==> src/common/decode_defines.svh <==
`ifndef DECODE_DEFINES_SVH
`define DECODE_DEFINES_SVH

// Widths
`define DEC_XLEN            32
`define DEC_REG_W           5

`define DEC_PC_RESET        32'h8000_0000   // First fetch address

// ------------------------------
// RV32I major opcodes
`define DEC_OP_LUI          7'b0110111
`define DEC_OP_AUIPC        7'b0010111
`define DEC_OP_JAL          7'b1101111
`define DEC_OP_JALR         7'b1100111
`define DEC_OP_BRANCH       7'b1100011
`define DEC_OP_LOAD         7'b0000011
`define DEC_OP_STORE        7'b0100011
`define DEC_OP_OP_IMM       7'b0010011
`define DEC_OP_OP           7'b0110011

// Trap causes, carried in rd
`define DEC_TRAP_IACCESS    5'd1
`define DEC_TRAP_IOPCODE    5'd2

`endif

==> src/common/decode_pkg.sv <==
`default_nettype none

`include "decode_defines.svh"

package decode_pkg;

    // ------------------------------
    // Instruction word views
    typedef struct packed {
        logic [6:0] funct7;
        logic [4:0] rs2;
        logic [4:0] rs1;
        logic [2:0] funct3;
        logic [4:0] rd;
        logic [6:0] opcode;
    } r_fmt_t;

    typedef struct packed {
        logic [11:0] imm12;
        logic [4:0]  rs1;
        logic [2:0]  funct3;
        logic [4:0]  rd;
        logic [6:0]  opcode;
    } i_fmt_t;

    // S, B and J immediates are scattered, read them from raw
    typedef union packed {
        logic [31:0] raw;
        r_fmt_t      r;
        i_fmt_t      i;
    } instr_word_u;

    // ------------------------------
    // Functional unit, one-hot
    typedef enum logic [3:0] {
        FU_NONE = 4'b0000,
        FU_ALU  = 4'b0001,
        FU_CFU  = 4'b0010,
        FU_LSU  = 4'b0100
    } fu_t;

    typedef logic [4:0] uop_t;

    localparam uop_t ALU_ADD  = 5'd0;
    localparam uop_t ALU_SUB  = 5'd1;
    localparam uop_t ALU_AND  = 5'd2;
    localparam uop_t ALU_OR   = 5'd3;
    localparam uop_t ALU_XOR  = 5'd4;
    localparam uop_t ALU_SLT  = 5'd5;
    localparam uop_t ALU_SLTU = 5'd6;
    localparam uop_t ALU_SLL  = 5'd7;
    localparam uop_t ALU_SRL  = 5'd8;
    localparam uop_t ALU_SRA  = 5'd9;

    localparam uop_t CFU_BEQ  = 5'd0;
    localparam uop_t CFU_BNE  = 5'd1;
    localparam uop_t CFU_BLT  = 5'd2;
    localparam uop_t CFU_BGE  = 5'd3;
    localparam uop_t CFU_BLTU = 5'd4;
    localparam uop_t CFU_BGEU = 5'd5;
    localparam uop_t CFU_JALI = 5'd6;
    localparam uop_t CFU_JALR = 5'd7;

    // LSU uop is a bit field, width lives in bits 2:1
    localparam int         LSU_LOAD   = 0;
    localparam int         LSU_STORE  = 3;
    localparam int         LSU_SIGNED = 4;
    localparam logic [1:0] LSU_BYTE   = 2'd1;
    localparam logic [1:0] LSU_HALF   = 2'd2;
    localparam logic [1:0] LSU_WORD   = 2'd3;

    // ------------------------------
    typedef struct packed {
        logic a_rs1;
        logic a_pcim;
        logic b_rs2;
        logic b_imm;
        logic c_rs2;
        logic c_pcim;
    } opr_src_t;

    typedef struct packed {
        fu_t                   fu;
        uop_t                  uop;
        logic [`DEC_REG_W-1:0] rd;
        opr_src_t              opr_src;
        logic                  trap;
    } dec_ctrl_t;

    typedef struct packed {
        logic [`DEC_REG_W-1:0] rd;
        logic [`DEC_XLEN-1:0]  opr_a;
        logic [`DEC_XLEN-1:0]  opr_b;
        logic [`DEC_XLEN-1:0]  opr_c;
        uop_t                  uop;
        fu_t                   fu;
        logic                  trap;
    } stage_out_t;

endpackage

`default_nettype wire

==> src/decoder/instr_classify.sv <==
`timescale 1ns/1ps
`default_nettype none

`include "decode_defines.svh"

module instr_classify
    import decode_pkg::*;
(
    input  instr_word_u           instr,
    input  logic                  valid,
    input  logic                  fetch_error,
    output logic [`DEC_REG_W-1:0] rs1_addr,
    output logic [`DEC_REG_W-1:0] rs2_addr,
    output dec_ctrl_t             ctrl
);

    fu_t                   fu;
    uop_t                  uop;
    opr_src_t              src;
    logic                  no_rd;      // Stores and branches write nothing
    logic                  illegal;
    logic                  trap;
    logic [`DEC_REG_W-1:0] rd;
    logic [2:0]            f3;
    logic [6:0]            f7;

    function automatic uop_t alu_uop(input logic [2:0] funct3, input logic alt);
        uop_t op;
        case (funct3)
            3'b000:  op = alt ? ALU_SUB : ALU_ADD;
            3'b001:  op = ALU_SLL;
            3'b010:  op = ALU_SLT;
            3'b011:  op = ALU_SLTU;
            3'b100:  op = ALU_XOR;
            3'b101:  op = alt ? ALU_SRA : ALU_SRL;
            3'b110:  op = ALU_OR;
            default: op = ALU_AND;
        endcase
        return op;
    endfunction

    function automatic logic [1:0] lsu_width(input logic [1:0] size);
        logic [1:0] w;
        case (size)
            2'b00:   w = LSU_BYTE;
            2'b01:   w = LSU_HALF;
            default: w = LSU_WORD;
        endcase
        return w;
    endfunction

    assign f3       = instr.r.funct3;
    assign f7       = instr.r.funct7;
    assign rs1_addr = instr.r.rs1;
    assign rs2_addr = instr.r.rs2;

    // ------------------------------
    always_comb begin
        fu      = FU_NONE;
        uop     = '0;
        src     = '0;
        no_rd   = 1'b0;
        illegal = 1'b0;
        case (instr.r.opcode)
            `DEC_OP_LUI: begin
                fu        = FU_ALU;
                uop       = ALU_OR;                     // Zero OR imm
                src.b_imm = 1'b1;
            end
            `DEC_OP_AUIPC: begin
                fu         = FU_ALU;
                uop        = ALU_ADD;                   // PC+imm plus zero
                src.a_pcim = 1'b1;
            end
            `DEC_OP_OP: begin
                fu        = FU_ALU;
                uop       = alu_uop(f3, f7[5]);
                src.a_rs1 = 1'b1;
                src.b_rs2 = 1'b1;
                illegal   = !(f7 == 7'b0000000 ||
                              (f7 == 7'b0100000 && (f3 == 3'b000 || f3 == 3'b101)));
            end
            `DEC_OP_OP_IMM: begin
                fu        = FU_ALU;
                uop       = alu_uop(f3, f3 == 3'b101 && f7[5]);   // No SUBI
                src.a_rs1 = 1'b1;
                src.b_imm = 1'b1;
                illegal   = (f3 == 3'b001 && f7 != 7'b0000000) ||
                            (f3 == 3'b101 && f7 != 7'b0000000 && f7 != 7'b0100000);
            end
            `DEC_OP_LOAD: begin
                fu              = FU_LSU;
                uop[LSU_LOAD]   = 1'b1;
                uop[LSU_SIGNED] = !f3[2] && f3[1:0] != 2'b10;   // LB and LH
                uop[2:1]        = lsu_width(f3[1:0]);
                src.a_rs1       = 1'b1;
                src.b_imm       = 1'b1;
                illegal         = f3 == 3'b011 || f3[2:1] == 2'b11;
            end
            `DEC_OP_STORE: begin
                fu             = FU_LSU;
                uop[LSU_STORE] = 1'b1;
                uop[2:1]       = lsu_width(f3[1:0]);
                src.a_rs1      = 1'b1;
                src.b_imm      = 1'b1;
                src.c_rs2      = 1'b1;                  // Store data
                no_rd          = 1'b1;
                illegal        = f3[2] || f3[1:0] == 2'b11;
            end
            `DEC_OP_BRANCH: begin
                fu         = FU_CFU;
                src.a_rs1  = 1'b1;
                src.b_rs2  = 1'b1;
                src.c_pcim = 1'b1;                      // Branch target
                no_rd      = 1'b1;
                illegal    = f3[2:1] == 2'b01;
                case (f3)
                    3'b000:  uop = CFU_BEQ;
                    3'b001:  uop = CFU_BNE;
                    3'b100:  uop = CFU_BLT;
                    3'b101:  uop = CFU_BGE;
                    3'b110:  uop = CFU_BLTU;
                    default: uop = CFU_BGEU;
                endcase
            end
            `DEC_OP_JAL: begin
                fu         = FU_CFU;
                uop        = CFU_JALI;
                src.c_pcim = 1'b1;
            end
            `DEC_OP_JALR: begin
                fu        = FU_CFU;
                uop       = CFU_JALR;
                src.a_rs1 = 1'b1;
                src.b_imm = 1'b1;
                illegal   = f3 != 3'b000;
            end
            default: illegal = 1'b1;
        endcase
        if (illegal) begin
            fu    = FU_NONE;
            uop   = '0;
            src   = '0;
            no_rd = 1'b0;
        end
    end

    // ------------------------------
    // Trap cause rides in rd, opcode errors first
    assign trap = valid && (illegal || fetch_error);
    assign rd   = trap  ? (illegal ? `DEC_TRAP_IOPCODE : `DEC_TRAP_IACCESS) :
                  no_rd ? '0 : instr.r.rd;

    assign ctrl = '{fu: fu, uop: uop, rd: rd, opr_src: src, trap: trap};

endmodule

`default_nettype wire

==> src/decoder/imm_extract.sv <==
`timescale 1ns/1ps
`default_nettype none

`include "decode_defines.svh"

module imm_extract
    import decode_pkg::*;
(
    input  instr_word_u          instr,
    output logic [`DEC_XLEN-1:0] imm,
    output logic [`DEC_XLEN-1:0] pc_imm
);

    logic [31:0]          w;
    logic [`DEC_XLEN-1:0] imm_i;
    logic [`DEC_XLEN-1:0] imm_s;
    logic [`DEC_XLEN-1:0] imm_b;
    logic [`DEC_XLEN-1:0] imm_u;
    logic [`DEC_XLEN-1:0] imm_j;
    logic [`DEC_XLEN-1:0] imm_sh;
    logic                 is_shift;

    assign w = instr.raw;

    // ------------------------------
    assign imm_i  = {{(`DEC_XLEN-12){instr.i.imm12[11]}}, instr.i.imm12};
    assign imm_s  = {{(`DEC_XLEN-12){w[31]}}, w[31:25], w[11:7]};
    assign imm_b  = {{(`DEC_XLEN-13){w[31]}}, w[31], w[7], w[30:25], w[11:8], 1'b0};
    assign imm_u  = {w[31:12], 12'b0};
    assign imm_j  = {{(`DEC_XLEN-21){w[31]}}, w[31], w[19:12], w[20], w[30:21], 1'b0};
    assign imm_sh = {{(`DEC_XLEN-5){1'b0}}, instr.r.rs2};   // Shift amount only

    assign is_shift = instr.i.funct3[1:0] == 2'b01;         // SLLI, SRLI, SRAI

    // ------------------------------
    always_comb begin
        imm    = '0;
        pc_imm = '0;
        case (instr.i.opcode)
            `DEC_OP_BRANCH:             pc_imm = imm_b;
            `DEC_OP_JAL:                pc_imm = imm_j;
            `DEC_OP_AUIPC:              pc_imm = imm_u;
            `DEC_OP_LUI:                imm    = imm_u;
            `DEC_OP_JALR, `DEC_OP_LOAD: imm    = imm_i;
            `DEC_OP_STORE:              imm    = imm_s;
            `DEC_OP_OP_IMM:             imm    = is_shift ? imm_sh : imm_i;
            default:                    imm    = '0;
        endcase
    end

endmodule

`default_nettype wire

==> src/logic/program_counter.sv <==
`timescale 1ns/1ps
`default_nettype none

`include "decode_defines.svh"

module program_counter (
    input  logic                 g_clk,
    input  logic                 g_resetn,
    input  logic                 advance,     // Instruction accepted
    input  logic                 redirect,    // Control flow change taken
    input  logic [`DEC_XLEN-1:0] target,
    output logic [`DEC_XLEN-1:0] pc
);

    localparam logic [`DEC_XLEN-1:0] PC_STEP = 4;   // RV32I only, no compressed

    logic [`DEC_XLEN-1:0] pc_q;

    // ------------------------------
    always_ff @(posedge g_clk) begin
        if (!g_resetn) begin
            pc_q <= `DEC_PC_RESET;
        end else if (redirect) begin
            pc_q <= target;                  // Wins over advance
        end else if (advance) begin
            pc_q <= pc_q + PC_STEP;
        end
    end

    assign pc = pc_q;

endmodule

`default_nettype wire

==> src/logic/operand_select.sv <==
`timescale 1ns/1ps
`default_nettype none

`include "decode_defines.svh"

module operand_select
    import decode_pkg::*;
(
    input  opr_src_t             opr_src,
    input  logic [`DEC_XLEN-1:0] pc,
    input  logic [`DEC_XLEN-1:0] pc_imm,
    input  logic [`DEC_XLEN-1:0] imm,
    input  logic [`DEC_XLEN-1:0] rs1_rdata,
    input  logic [`DEC_XLEN-1:0] rs2_rdata,
    output logic [`DEC_XLEN-1:0] opr_a,
    output logic [`DEC_XLEN-1:0] opr_b,
    output logic [`DEC_XLEN-1:0] opr_c
);

    logic [`DEC_XLEN-1:0] pc_plus_imm;

    assign pc_plus_imm = pc + pc_imm;        // Branch, JAL and AUIPC targets

    // ------------------------------
    // AND-OR mux, no source gives zero
    assign opr_a = ({`DEC_XLEN{opr_src.a_rs1}}  & rs1_rdata) |
                   ({`DEC_XLEN{opr_src.a_pcim}} & pc_plus_imm);

    assign opr_b = ({`DEC_XLEN{opr_src.b_rs2}}  & rs2_rdata) |
                   ({`DEC_XLEN{opr_src.b_imm}}  & imm);

    assign opr_c = ({`DEC_XLEN{opr_src.c_rs2}}  & rs2_rdata) |     // Store data
                   ({`DEC_XLEN{opr_src.c_pcim}} & pc_plus_imm);    // Jump target

endmodule

`default_nettype wire

==> src/logic/decode_stage_reg.sv <==
`timescale 1ns/1ps
`default_nettype none

module decode_stage_reg
    import decode_pkg::*;
(
    input  logic       g_clk,
    input  logic       g_resetn,
    input  logic       in_valid,
    input  stage_out_t in_data,
    input  logic       flush,
    input  logic       bubble,
    output logic       in_busy,
    output logic       out_valid,
    input  logic       out_busy,
    output stage_out_t out_data
);

    logic       valid_q;
    logic       stall;
    stage_out_t entry;
    stage_out_t data_q;

    assign stall   = valid_q && out_busy;   // Next stage holding our entry
    assign in_busy = stall || bubble;       // Bubble takes the slot

    // ------------------------------
    // Bubble keeps operands but kills control
    always_comb begin
        entry = in_data;
        if (bubble) begin
            entry.rd   = '0;
            entry.uop  = '0;
            entry.fu   = FU_NONE;
            entry.trap = 1'b0;
        end
    end

    always_ff @(posedge g_clk) begin
        if (!g_resetn || flush) begin
            valid_q <= 1'b0;
        end else if (!stall) begin
            valid_q <= in_valid || bubble;
        end
    end

    always_ff @(posedge g_clk) begin
        if (!stall && (in_valid || bubble)) begin
            data_q <= entry;
        end
    end

    assign out_valid = valid_q;
    assign out_data  = data_q;

endmodule

`default_nettype wire

==> src/logic/decode_stage.sv <==
`timescale 1ns/1ps
`default_nettype none

`include "decode_defines.svh"

module decode_stage
    import decode_pkg::*;
(
    input  logic                  g_clk,
    input  logic                  g_resetn,
    input  logic                  s1_valid,
    output logic                  s1_busy,
    input  logic [31:0]           s1_data,
    input  logic                  s1_error,       // Fetch error on this word
    input  logic                  s1_flush,
    input  logic                  s1_bubble,
    output logic [`DEC_REG_W-1:0] s1_rs1_addr,
    output logic [`DEC_REG_W-1:0] s1_rs2_addr,
    input  logic [`DEC_XLEN-1:0]  s1_rs1_rdata,
    input  logic [`DEC_XLEN-1:0]  s1_rs2_rdata,
    input  logic                  cf_req,
    input  logic [`DEC_XLEN-1:0]  cf_target,
    input  logic                  cf_ack,
    output logic                  s2_valid,
    input  logic                  s2_busy,
    output stage_out_t            s2_out
);

    instr_word_u          instr;
    dec_ctrl_t            ctrl;
    logic [`DEC_XLEN-1:0] imm;
    logic [`DEC_XLEN-1:0] pc_imm;
    logic [`DEC_XLEN-1:0] pc;
    logic [`DEC_XLEN-1:0] opr_a;
    logic [`DEC_XLEN-1:0] opr_b;
    logic [`DEC_XLEN-1:0] opr_c;
    stage_out_t           stage_in;

    assign instr = s1_data;

    // ------------------------------
    instr_classify u_classify (
        .instr      (instr),
        .valid      (s1_valid),
        .fetch_error(s1_error),
        .rs1_addr   (s1_rs1_addr),
        .rs2_addr   (s1_rs2_addr),
        .ctrl       (ctrl)
    );

    imm_extract u_imm (
        .instr (instr),
        .imm   (imm),
        .pc_imm(pc_imm)
    );

    program_counter u_pc (
        .g_clk   (g_clk),
        .g_resetn(g_resetn),
        .advance (s1_valid && !s1_busy),   // Step on each transfer
        .redirect(cf_req && cf_ack),
        .target  (cf_target),
        .pc      (pc)
    );

    operand_select u_opr (
        .opr_src  (ctrl.opr_src),
        .pc       (pc),
        .pc_imm   (pc_imm),
        .imm      (imm),
        .rs1_rdata(s1_rs1_rdata),
        .rs2_rdata(s1_rs2_rdata),
        .opr_a    (opr_a),
        .opr_b    (opr_b),
        .opr_c    (opr_c)
    );

    assign stage_in = '{rd: ctrl.rd, opr_a: opr_a, opr_b: opr_b, opr_c: opr_c,
                        uop: ctrl.uop, fu: ctrl.fu, trap: ctrl.trap};

    decode_stage_reg u_reg (
        .g_clk    (g_clk),
        .g_resetn (g_resetn),
        .in_valid (s1_valid),
        .in_data  (stage_in),
        .flush    (s1_flush),
        .bubble   (s1_bubble),
        .in_busy  (s1_busy),
        .out_valid(s2_valid),
        .out_busy (s2_busy),
        .out_data (s2_out)
    );

endmodule

`default_nettype wire

==> config.mk <==
export PLATFORM = sky130hd
export DESIGN_NAME = decode_stage
export DESIGN_NICKNAME = d
export VERILOG_FILES = /design/src/common/decode_pkg.sv /design/src/decoder/instr_classify.sv /design/src/decoder/imm_extract.sv /design/src/logic/program_counter.sv /design/src/logic/operand_select.sv /design/src/logic/decode_stage_reg.sv /design/src/logic/decode_stage.sv
export VERILOG_INCLUDE_DIRS = /design/src /design/src/common
export SDC_FILE = /design/constraint.sdc
export NUM_CORES = 1
export LEC_CHECK = 0
export ABC_AREA = 1
export BUFFER_PORTS_ARGS = -buffer_cell sky130_fd_sc_hd__buf_2
export CAP_MARGIN = 20
export CORE_MARGIN = 2
export CORE_UTILIZATION = 40
export CTS_BUF_LIST = sky130_fd_sc_hd__clkbuf_4 sky130_fd_sc_hd__clkbuf_8
export CTS_CLUSTER_SIZE = 30
export DETAILED_ROUTE_END_ITERATION = 8
export GPL_TIMING_DRIVEN = 1
export PLACE_DENSITY_LB_ADDON = 0.08
export SLEW_MARGIN = 5
export SYNTH_ARGS = -nofsm -noshare
export SYNTH_HDL_FRONTEND = slang
export SYNTH_SLANG_ARGS = --single-unit
==> constraint.sdc <==
create_clock -name g_clk -period 4.75 [get_ports g_clk]
set_clock_uncertainty 0.05 [all_clocks]
set_input_delay 0.7125 -clock g_clk [delete_from_list [all_inputs] [get_ports g_clk]]
set_output_delay 0.7125 -clock g_clk [all_outputs]
set_load 0.01 [all_outputs]
==> results.ini, run 1 <==
[status]
status = finished, final reports clean

[layout]
regArea_mm2 = 0.00396
final_util = 0.485
multiInputGateArea_mm2 = 0.00498
n_antenna_cell = 0
nets = 1782
fillCellCount = 2563
area_growth_syn_to_layout_pct = 20.0
drive_gt1_frac = 0.199

[timing]
maxSlewViolCount = 0
fin_crit_sh = 0.822
tns_ns = 0
hold_viol = 0
slew_headroom = 0.401
layout_setup_ws_ns = 0.846
holdWs_ns = 0.340
fin_crit_ns = 3.90
tightestPinTransition_ns = 0.893
fmax_mhz = 256
rsz0062_at_grt = no
setup_viol = 0

[route]
wirelength_mm = 38.2
drt_iter0_drc = 939
viasPerCell = 5.30
drtPass1Iterations = 5
wl_per_cell_um = 19.6
ant_nets = 0
vias = 10300
drc = 0

[floorplan]
die_w_um = 160
die_height_um = 160
start_util = 0.405
dieArea_mm2 = 0.0257
io-pin-count = 260
core_mm2 = 0.0242
placementRows = 57

[clock_network]
clk_latency_ns = 0.47
cts_resized = 0
cts_buffers = 17
cts-hold-fix-buffers = 0
htree_levels = 4
clk_path_buf_depth = 2
clock-sinks = 143
path_clk_slew_ns = 0.10
cts_tree = yes
cts-root-buf = clkbuf_8
post_cts_buffers = 0

[critical_path]
critPathMaxFanout = 8
path_common_cell = nand2_1
crit_type = in -> reg
cp_num_buf_inv = 4
slowest_stage = a31oi_1
end_kind = flop
critPathLaunchType = primary input
max_stage_delay_ns = 0.64
crit_family = simple AND/OR/NAND/NOR gates
path_cells = buf_2 -> inv_2 -> nand2_1 -> nor2_1 -> nand2_2 -> inv_1 -> a31oi_1 -> o21ai_0 -> ha_1 -> nand2_1 -> inv_1 -> nand2_1 -> nor3_1 -> nand4_1 -> nand3_1 -> xor2_1 -> nand2_1 -> nand2_1
arrival_ns = 4.19
cp.required_ns = 5.04

[place]
dp_hpwl_mm = 29.7
dp_slack_ns = 0.422
portBuffers = 258
gp_congestion = 1.01

[pwr]
switching_share = 0.318
pwr-share-clk = 0.373
vdd.ir_drop.worst_uv = 142
pwr-share-comb = 0.143
power.switching_uw = 964
leakage_nw = 5.61
power.internal_mw = 2.07
p_seq_frac = 0.484
total_power_mw = 3.03
power.density_mw_per_mm2 = 258

[yosys]
synthArstFlopShare = 0
synth.avg_cell_area_um2 = 7.10
synth_seq_cells = 143
synth_flop_cell = edfxtp_1
ys_warn_count = 0
ys_types = 46
postSynthCellCount = 1378
synth_nets = 1547
ys_seq_area_frac = 0.405
synth_edf_count = 110
syn_area_mm2 = 0.00978

[grt]
antenna_found_initial = 0
grt_usage = 0.292
grt_pass1_vias = 9659
grt_pass1_wl_mm = 57.3
grt_remaining_overflow = 0
grt_max_degree = 60

[hold_path]
hold_class = in -> reg

[flow_run]
drv_cap = 0

-- per-layer routing --
| layer | up-vias | global-route usage | routed length (um) |
|---|---|---|---|
| met1 | 4755 | 0.409 | 17300 |
| met2 | 469 | 0.467 | 17300 |
| met5 | - | 0 | 0 |
| li1 | 5069 | - | - |
| met4 | 0 | 0.0925 | 886 |
| met3 | 48 | 0.0439 | 2680 |
-- cell usage in the layout, fill, tap and decap left out, types with 3 or more instances in the layout --
master    instances
nand3b_1          6
edfxtp_1        110
nand4_1          22
o22ai_1          12
o21bai_1          3
xor2_1           14
nand2_1         447
or2_2             5
dfxtp_1          33
clkinv_1          5
nand2_2           3
inv_8             6
buf_2           258
inv_1           141
inv_2             7
o211ai_1         11
o21ai_0          71
nor2_1          125
clkbuf_8         17
nor4_1            5
buf_4             7
a211oi_1          4
a21oi_1          83
xnor2_1           3
a31oi_1           6
nor2_4            4
nor3_1           23
o221ai_1          3
ha_1             31
nand3_1          87
o21ai_1          44
-- layout make-up --
type                    count  area share
clock inverters            15      0.0170
repair buffers            267       0.117
multi-input cells        1031       0.424
flip-flops and latches    143       0.338
inverters                 153      0.0491
clock buffers              17      0.0199
well taps                 324      0.0345
-- registers in the layout, indices dropped and copies added, names as in the netlist --
register	cells
u_reg.out_valid	1
u_reg.out_data	110
u_pc.pc	32
-- power by group through the flow --
stage / clock (mW) / sequential (mW) / combinational, mW
after global routing: 1.18 / 1.48 / 0.475
final: 1.13 / 1.47 / 0.434
after detailed placement: 0 / 1.50 / 0.430
after CTS: 1.14 / 1.47 / 0.432
after global placement: 0 / 1.50 / 0.432
after floorplan: 0 / 1.52 / 0.188
-- synthesized netlist by cell type (4+ instances only) --
cell type  number  area share
a21oi_1        83       0.042
nand2_1       448        0.17
clkbuf_1       18      0.0069
or2_2           5      0.0032
o21ai_0        71       0.036
dfxtp_1        33       0.068
a211oi_1        4      0.0031
nand3b_1        6      0.0046
o22ai_1        12      0.0077
nor3_1         23       0.012
buf_2          12      0.0061
inv_2           7      0.0027
edfxtp_1      110        0.34
xor2_1         14       0.013
nor4_1          5      0.0032
clkinv_1        4      0.0015
buf_4          19       0.015
ha_1           31       0.040
inv_1         141       0.054
o21ai_1        44       0.023
o211ai_1       11      0.0084
nand4_1        22       0.014
a31oi_1         6      0.0038
nand3_1        87       0.045
nor2_1        125       0.048
-- per-stage QoR --
stage | instances | area, um^2
3_3_place_gp | 1917 | 11300
3_5_place_dp | 1917 | 11300
2_1_floorplan | 1378 | 9780
6_report | 1950 | 11700
5_1_grt | 1950 | 11700
4_1_cts | 1949 | 11700
-- final timing paths --
check | startpoint | end | slack (ns) | cells past startpoint
max | s1_data[6] | u_reg.out_data[92] | 0.85 | 18
max reg2reg | u_pc.pc[14] | u_reg.out_data[92] | 2.05 | 10
min | s1_flush | u_reg.out_valid | 0.34 | 2
min reg2reg | u_pc.pc[1] | u_pc.pc[1] | 0.47 | 2
-- logic make-up (layout without fill, tap and decap cells) --
family	after synthesis	in the layout	synth area share
buffers and inverters	204	452	0.0874
AO/OA/AOI/OAI	247	247	0.138
flip-flops	143	143	0.405
AND/OR/NAND/NOR	734	734	0.312
XOR/XNOR	17	17	0.0152
adder cells (fa/ha/maj)	32	32	0.0417
other	1	1	0.000383
Power figures use the tool's default switching activity.
==> run 2, diff against run 1 <==
Clock period 4.75 ns to 3.6 ns, I/O delays scaled along.
==> results.ini, run 2 (same netlist as run 1, synthesis figures left out) <==
[timing]
slew_headroom = 0.377  ; -0.0237
tns_ns = 0  ; unchanged
rsz0062_at_grt = no
fin_crit_sh = 0.873
maxSlewViolCount = 0  ; unchanged
hold_viol = 0  ; unchanged
fmax_mhz = 318
setup_viol = 0  ; unchanged
fin_crit_ns = 3.14
layout_setup_ws_ns = 0.456  ; -0.390 ns
tightestPinTransition_ns = 0.928  ; +0.0354 ns

[route]
drc = 0  ; unchanged
drtPass1Iterations = 7  ; +2
wirelength_mm = 39.5  ; +3.4%
vias = 10700  ; +3.1%
viasPerCell = 5.33  ; +0.46%
ant_nets = 0  ; unchanged
wl_per_cell_um = 19.7  ; +0.74%
drt_iter0_drc = 822  ; -12%

[layout]
n_antenna_cell = 0  ; unchanged
drive_gt1_frac = 0.225  ; +0.0254
most-common-layout-cells = 447 x nand2_1, 258 x buf_2, 141 x inv_1, 125 x nor2_1, 110 x edfxtp_1
nets = 1834  ; +2.9%
final_util = 0.499  ; +0.0137
final_common_cell = nand2_1
design_area_mm2 = 0.0121  ; +2.8%
largest_reg_flops = 110  ; unchanged
area_growth_syn_to_layout_pct = 23.4

[place]
dp_hpwl_mm = 31.4  ; +5.5%
portBuffers = 258  ; unchanged
placed_area_mm2 = 0.0117  ; +3.5%
dp_slack_ns = 0.0874  ; -0.335 ns
gp_congestion = 1.02  ; +0.43%

[critical_path]
end_kind = flop
reg2reg_slack_ns = 1.12  ; -0.93 ns
arrival_ns = 3.31  ; -0.88 ns
critPathLaunchType = primary input
critPathMaxFanout = 8  ; unchanged
cp-startpoint = s1_data[6]
crit_end = u_reg.out_data[105]
r2r_end = u_reg.out_data[94]
timing.rr.start = u_pc.pc[11]
crit_type = in -> reg
reg2reg_depth = 12  ; +2
cp.required_ns = 3.77  ; -1.27 ns

[flow_run]
drv_cap = 0  ; unchanged

[pwr]
p_seq_frac = 0.495  ; +0.011
switching_share = 0.318  ; -0.000386
total_power_mw = 3.91  ; +29%
power.density_mw_per_mm2 = 324  ; +25%
power.internal_mw = 2.67  ; +29%
power.switching_mw = 1.24  ; +29%
pwr-share-clk = 0.351  ; -0.022
pwr-share-comb = 0.154  ; +0.011
leakage_nw = 5.83  ; +3.9%
vdd.ir_drop.worst_uv = 199  ; +40%

[grt]
grt_usage = 0.303  ; +0.0106
grt_pass1_vias = 10100  ; +4.6%
grt_remaining_overflow = 0  ; unchanged
grt_max_degree = 53  ; -12%
antenna_found_initial = 0  ; unchanged
grt_pass1_wl_mm = 59.5  ; +3.9%

[clock_network]
cts_resized = 0  ; unchanged
cts_buffers = 17  ; unchanged
path_clk_slew_ns = 0.10  ; about the same
cts-hold-fix-buffers = 0  ; unchanged
clock-sinks = 143  ; unchanged
clk_latency_ns = 0.47  ; about the same
cts_tree = yes
post_cts_buffers = 0  ; unchanged
cts-root-buf = clkbuf_8
clk_path_buf_depth = 2  ; unchanged
htree_levels = 4  ; unchanged

[floorplan]
die_height_um = 160  ; unchanged
die_w_um = 160  ; unchanged
placementRows = 57  ; unchanged
core_mm2 = 0.0242  ; unchanged
io-pin-count = 260  ; unchanged
dieArea_mm2 = 0.0257  ; unchanged
start_util = 0.405  ; unchanged

[hold_path]
hold_class = in -> reg

[status]
status = finished, final reports clean

## run 2: cell count changes in the layout (fill, tap and decap cells not counted), sizes merged
| cell | change |
|---|---|
| buf | +52 |
| clkinv | -4 |
| clkinvlp | +4 |
| bufinv | -1 |
| clkbuf | +1 |
## run 2: how the worst min path moves through the flow
stage,startpoint,endpoint,cells after the start
3_5_place_dp,u_pc.pc[9],u_pc.pc[9],2
3_3_place_gp,u_pc.pc[9],u_pc.pc[9],2
5_1_grt,s1_flush,u_reg.out_valid,2
2_1_floorplan,u_pc.pc[1],u_pc.pc[1],2
6_report,s1_flush,u_reg.out_valid,2
4_1_cts,s1_flush,u_reg.out_valid,2
## run 2: final cells by class
type                       count  area, um^2
multi-input combinational   1031        4970
clock inverter                14         144
sequential                   143        3960
clock buffer                  18         241
tap                          324         405
timing repair buffer         319        1760
fill                        2529       12100
inverter                     153         577
## run 2: critical path: stages
cell,delay [ns]
buf_2,0.13
inv_2,0.06
nand2_1,0.08
nor2_1,0.18
nand2_2,0.08
inv_1,0.07
a31oi_1,0.04
buf_4,0.18
o21ai_0,0.31
ha_1,0.37
a21oi_1,0.26
o21ai_0,0.19
nand2_1,0.09
nand2_1,0.09
a21oi_1,0.32
nand2_1,0.09
nand2_1,0.07
nand2_1,0.06
nand2_1,0.06
nand2_1,0.05
## run 2: layer usage
metal / share of wire / routed length [um] / track usage
met1: 0.46 / 18100 / 0.424
met4: 0.021 / 817 / 0.0864
met5: 0 / 0 / 0
met3: 0.069 / 2710 / 0.0385
met2: 0.45 / 17900 / 0.494
## run 2: metrics by stage
step / cells / hold WS, ns
floorplan: 1378 / 0.412
global placement: 1970 / 0.465
detailed placement: 1970 / 0.483
CTS: 2002 / 0.164
global route: 2002 / 0.158
finish: 2002 / 0.186
## run 2: power groups by stage
stage	Clock (mW)	Sequential, mW	Combinational [mW]
6_report	1.37	1.94	0.602
5_1_grt	1.44	1.95	0.655
4_1_cts	1.38	1.94	0.599
3_5_place_dp	0	1.97	0.596
3_3_place_gp	0	1.97	0.599
2_1_floorplan	0	2.00	0.248
==> run 3, diff against run 2 <==
Settings changed: SYNTH_HIERARCHICAL set to 1.
==> results.ini, run 3 <==
[clock_network]
clk_path_buf_depth = 2  ; unchanged
htree_levels = 4  ; unchanged
path_clk_slew_ns = 0.11  ; about the same
clock-sinks = 144  ; +0.70%
cts_buffers = 17  ; unchanged
post_cts_buffers = 0  ; unchanged
cts_tree = yes
cts_resized = 0  ; unchanged
cts-root-buf = clkbuf_8
cts-hold-fix-buffers = 0  ; unchanged
clk_latency_ns = 0.47  ; about the same

[flow_run]
drv_cap = 0  ; unchanged

[grt]
grt_pass1_vias = 10600  ; +5.0%
antenna_found_initial = 0  ; unchanged
grtUsageMet3 = 0.0416  ; +0.00315
grt_max_degree = 47  ; -11%
grt_remaining_overflow = 0  ; unchanged
grt_usage = 0.288  ; -0.0153
use_met1 = 0.411  ; -0.0131
use_met2 = 0.450  ; -0.0439
grt_pass1_wl_mm = 62.3  ; +4.6%
grt.busiest_layer = met2

[pwr]
power.density_mw_per_mm2 = 296  ; -8.5%
leakage_nw = 6.76  ; +16%
vdd.ir_drop.worst_uv = 276  ; +39%

[timing]
rsz0062_at_grt = no
fin_crit_ns = 3.02  ; -0.121 ns
tightestPinTransition_ns = 0.858  ; -0.0701 ns
setup_viol = 0  ; unchanged
fin_crit_sh = 0.840  ; -0.0335
tns_ns = 0  ; unchanged
hold_viol = 0  ; unchanged
holdWs_ns = 0.239  ; +0.0524 ns
slew_headroom = 0.427  ; +0.0503
fmax_mhz = 331  ; +4.0%
maxSlewViolCount = 0  ; unchanged

[route]
drc = 0  ; unchanged
wl_per_cell_um = 18.8  ; -4.6%
wirelength_mm = 41.5  ; +5.1%
drtPass1Iterations = 5  ; -2
drt_iter0_drc = 1046  ; +27%
ant_nets = 0  ; unchanged
viasPerCell = 5.24  ; -1.6%
vias = 11600  ; +8.5%

[layout]
most-common-layout-cells = 541 x nand2_1, 259 x buf_2, 214 x inv_1, 162 x nand3_1, 138 x nor2_1
area_growth_syn_to_layout_pct = 18.5
drive_gt1_frac = 0.225  ; about the same
largest_reg_flops = 111  ; +0.91%
n_antenna_cell = 0  ; unchanged
final_common_cell = nand2_1
nets = 2023  ; +10%

[critical_path]
arrival_ns = 3.20  ; -0.11 ns
end_kind = flop
critPathLaunchType = primary input
critPathMaxFanout = 12  ; +4
crit_type = in -> reg
cp.required_ns = 3.77  ; about the same

[status]
status = finished, final reports clean

[floorplan]
die_height_um = 170  ; +6.2%
placementRows = 60  ; +5.3%
start_util = 0.409  ; +0.00457
dieArea_mm2 = 0.0290  ; +13%
io-pin-count = 260  ; unchanged
die_w_um = 170  ; +6.2%
core_mm2 = 0.0270  ; +12%

[yosys]
ys_top_cells_by_count = 541 x nand2_1, 214 x inv_1, 162 x nand3_1, 138 x nor2_1, 111 x edfxtp_1
postSynthCellCount = 1599  ; +16%
synth_flop_cell = edfxtp_1
ys_types = 49  ; +6.5%
ys_warn_count = 6  ; +6
synthArstFlopShare = 0  ; unchanged
synth.avg_cell_area_um2 = 6.92  ; -2.6%
synth_seq_cells = 144  ; +0.70%
syn_area_mm2 = 0.0111  ; +13%
synth_area_leader_cell = edfxtp_1
synth_edf_count = 111  ; +0.91%
synth_nets = 1769  ; +14%
ys_top_cells_by_area = edfxtp_1 30%, nand2_1 18%, nand3_1 7.3%
synth_top_area_frac = 0.301  ; -0.0363
ys_seq_area_frac = 0.361  ; -0.0441
synth_most_common_cell = nand2_1

[place]
gp_congestion = 0.969  ; -5.0%
dp_hpwl_mm = 32.9  ; +5.0%
portBuffers = 259  ; +0.39%

[hold_path]
hold_class = in -> reg

## run 3: changes by cell type after synthesis, sizes merged, moves of 20 or more
cell,previous run,this run
nand3,87,185
a22oi,0,20
a21oi,85,58
o21ai,115,51
inv,149,223
nor2,131,166
nand2,451,561
## run 3: logic make-up (layout without fill, tap and decap cells)
family          Yosys count  count (layout)  synth area share
fa+ha+maj                33              33            0.0380
buf+inv                 285             551             0.110
other cells               2               2          0.000679
xor+xnor                 25              25            0.0198
simple gates            936             936             0.373
compound gates          174             174            0.0972
flops                   144             144             0.361
## run 3: layer usage
layer | wire length, um | share of wire
met5 | 0 | 0
met2 | 18300 | 0.44
met1 | 19100 | 0.46
met3 | 3100 | 0.075
met4 | 984 | 0.024
## run 3: stage by stage
| step | util | setup slack [ns] | area, um^2 | std cells | power [mW] |
|---|---|---|---|---|---|
| global placement | 0.472 | 0.130 | 12700 | 2175 | 2.60 |
| CTS | 0.485 | 0.672 | 13100 | 2206 | 3.91 |
| detailed placement | 0.472 | 0.173 | 12700 | 2175 | 2.60 |
| finish | 0.485 | 0.577 | 13100 | 2206 | 3.88 |
| global route | 0.485 | 0.325 | 13100 | 2206 | 4.03 |
| floorplan | - | 0.588 | 11100 | 1599 | 2.28 |
## run 3: final cells by class
class	count	area, um^2
fillers	2884	13900
multi-input cells	1170	5880
flip-flops and latches	144	3990
repair buffers	297	1610
inverters	223	840
well taps	341	427
clock buffers	17	234
clock inverters	14	123
## run 3: worst paths after layout
kind / startpoint / end / slack (ns) / cells after the start
max: s1_data[6] / u_reg/out_data[104] / 0.58 / 17
min: cf_target[0] / u_pc/pc[0] / 0.24 / 3
max reg2reg: u_pc/pc[6] / u_reg/out_data[25] / 1.18 / 10
min reg2reg: u_reg/out_valid / u_reg/out_valid / 0.49 / 2
## run 3: worst max-delay path: stages
cell and delay [ns]:
buf_2 0.15, inv_1 0.09, nor2_2 0.21, nand2_1 0.13
nand2_1 0.10, buf_4 0.11, nand2_1 0.20, nand2_1 0.20
ha_1 0.32, a21oi_1 0.30, nand2_1 0.15, nand2_1 0.08
nand2_1 0.05, a21oi_1 0.16, nand3_1 0.17, nand3_1 0.17
nand2_1 0.07
## run 3: report_power, final
group	switching [mW]	internal, mW	total (mW)
Sequential	0.0627	1.88	1.95
Combinational	0.403	0.220	0.623
Clock	0.814	0.497	1.31
Total	1.28	2.60	3.88
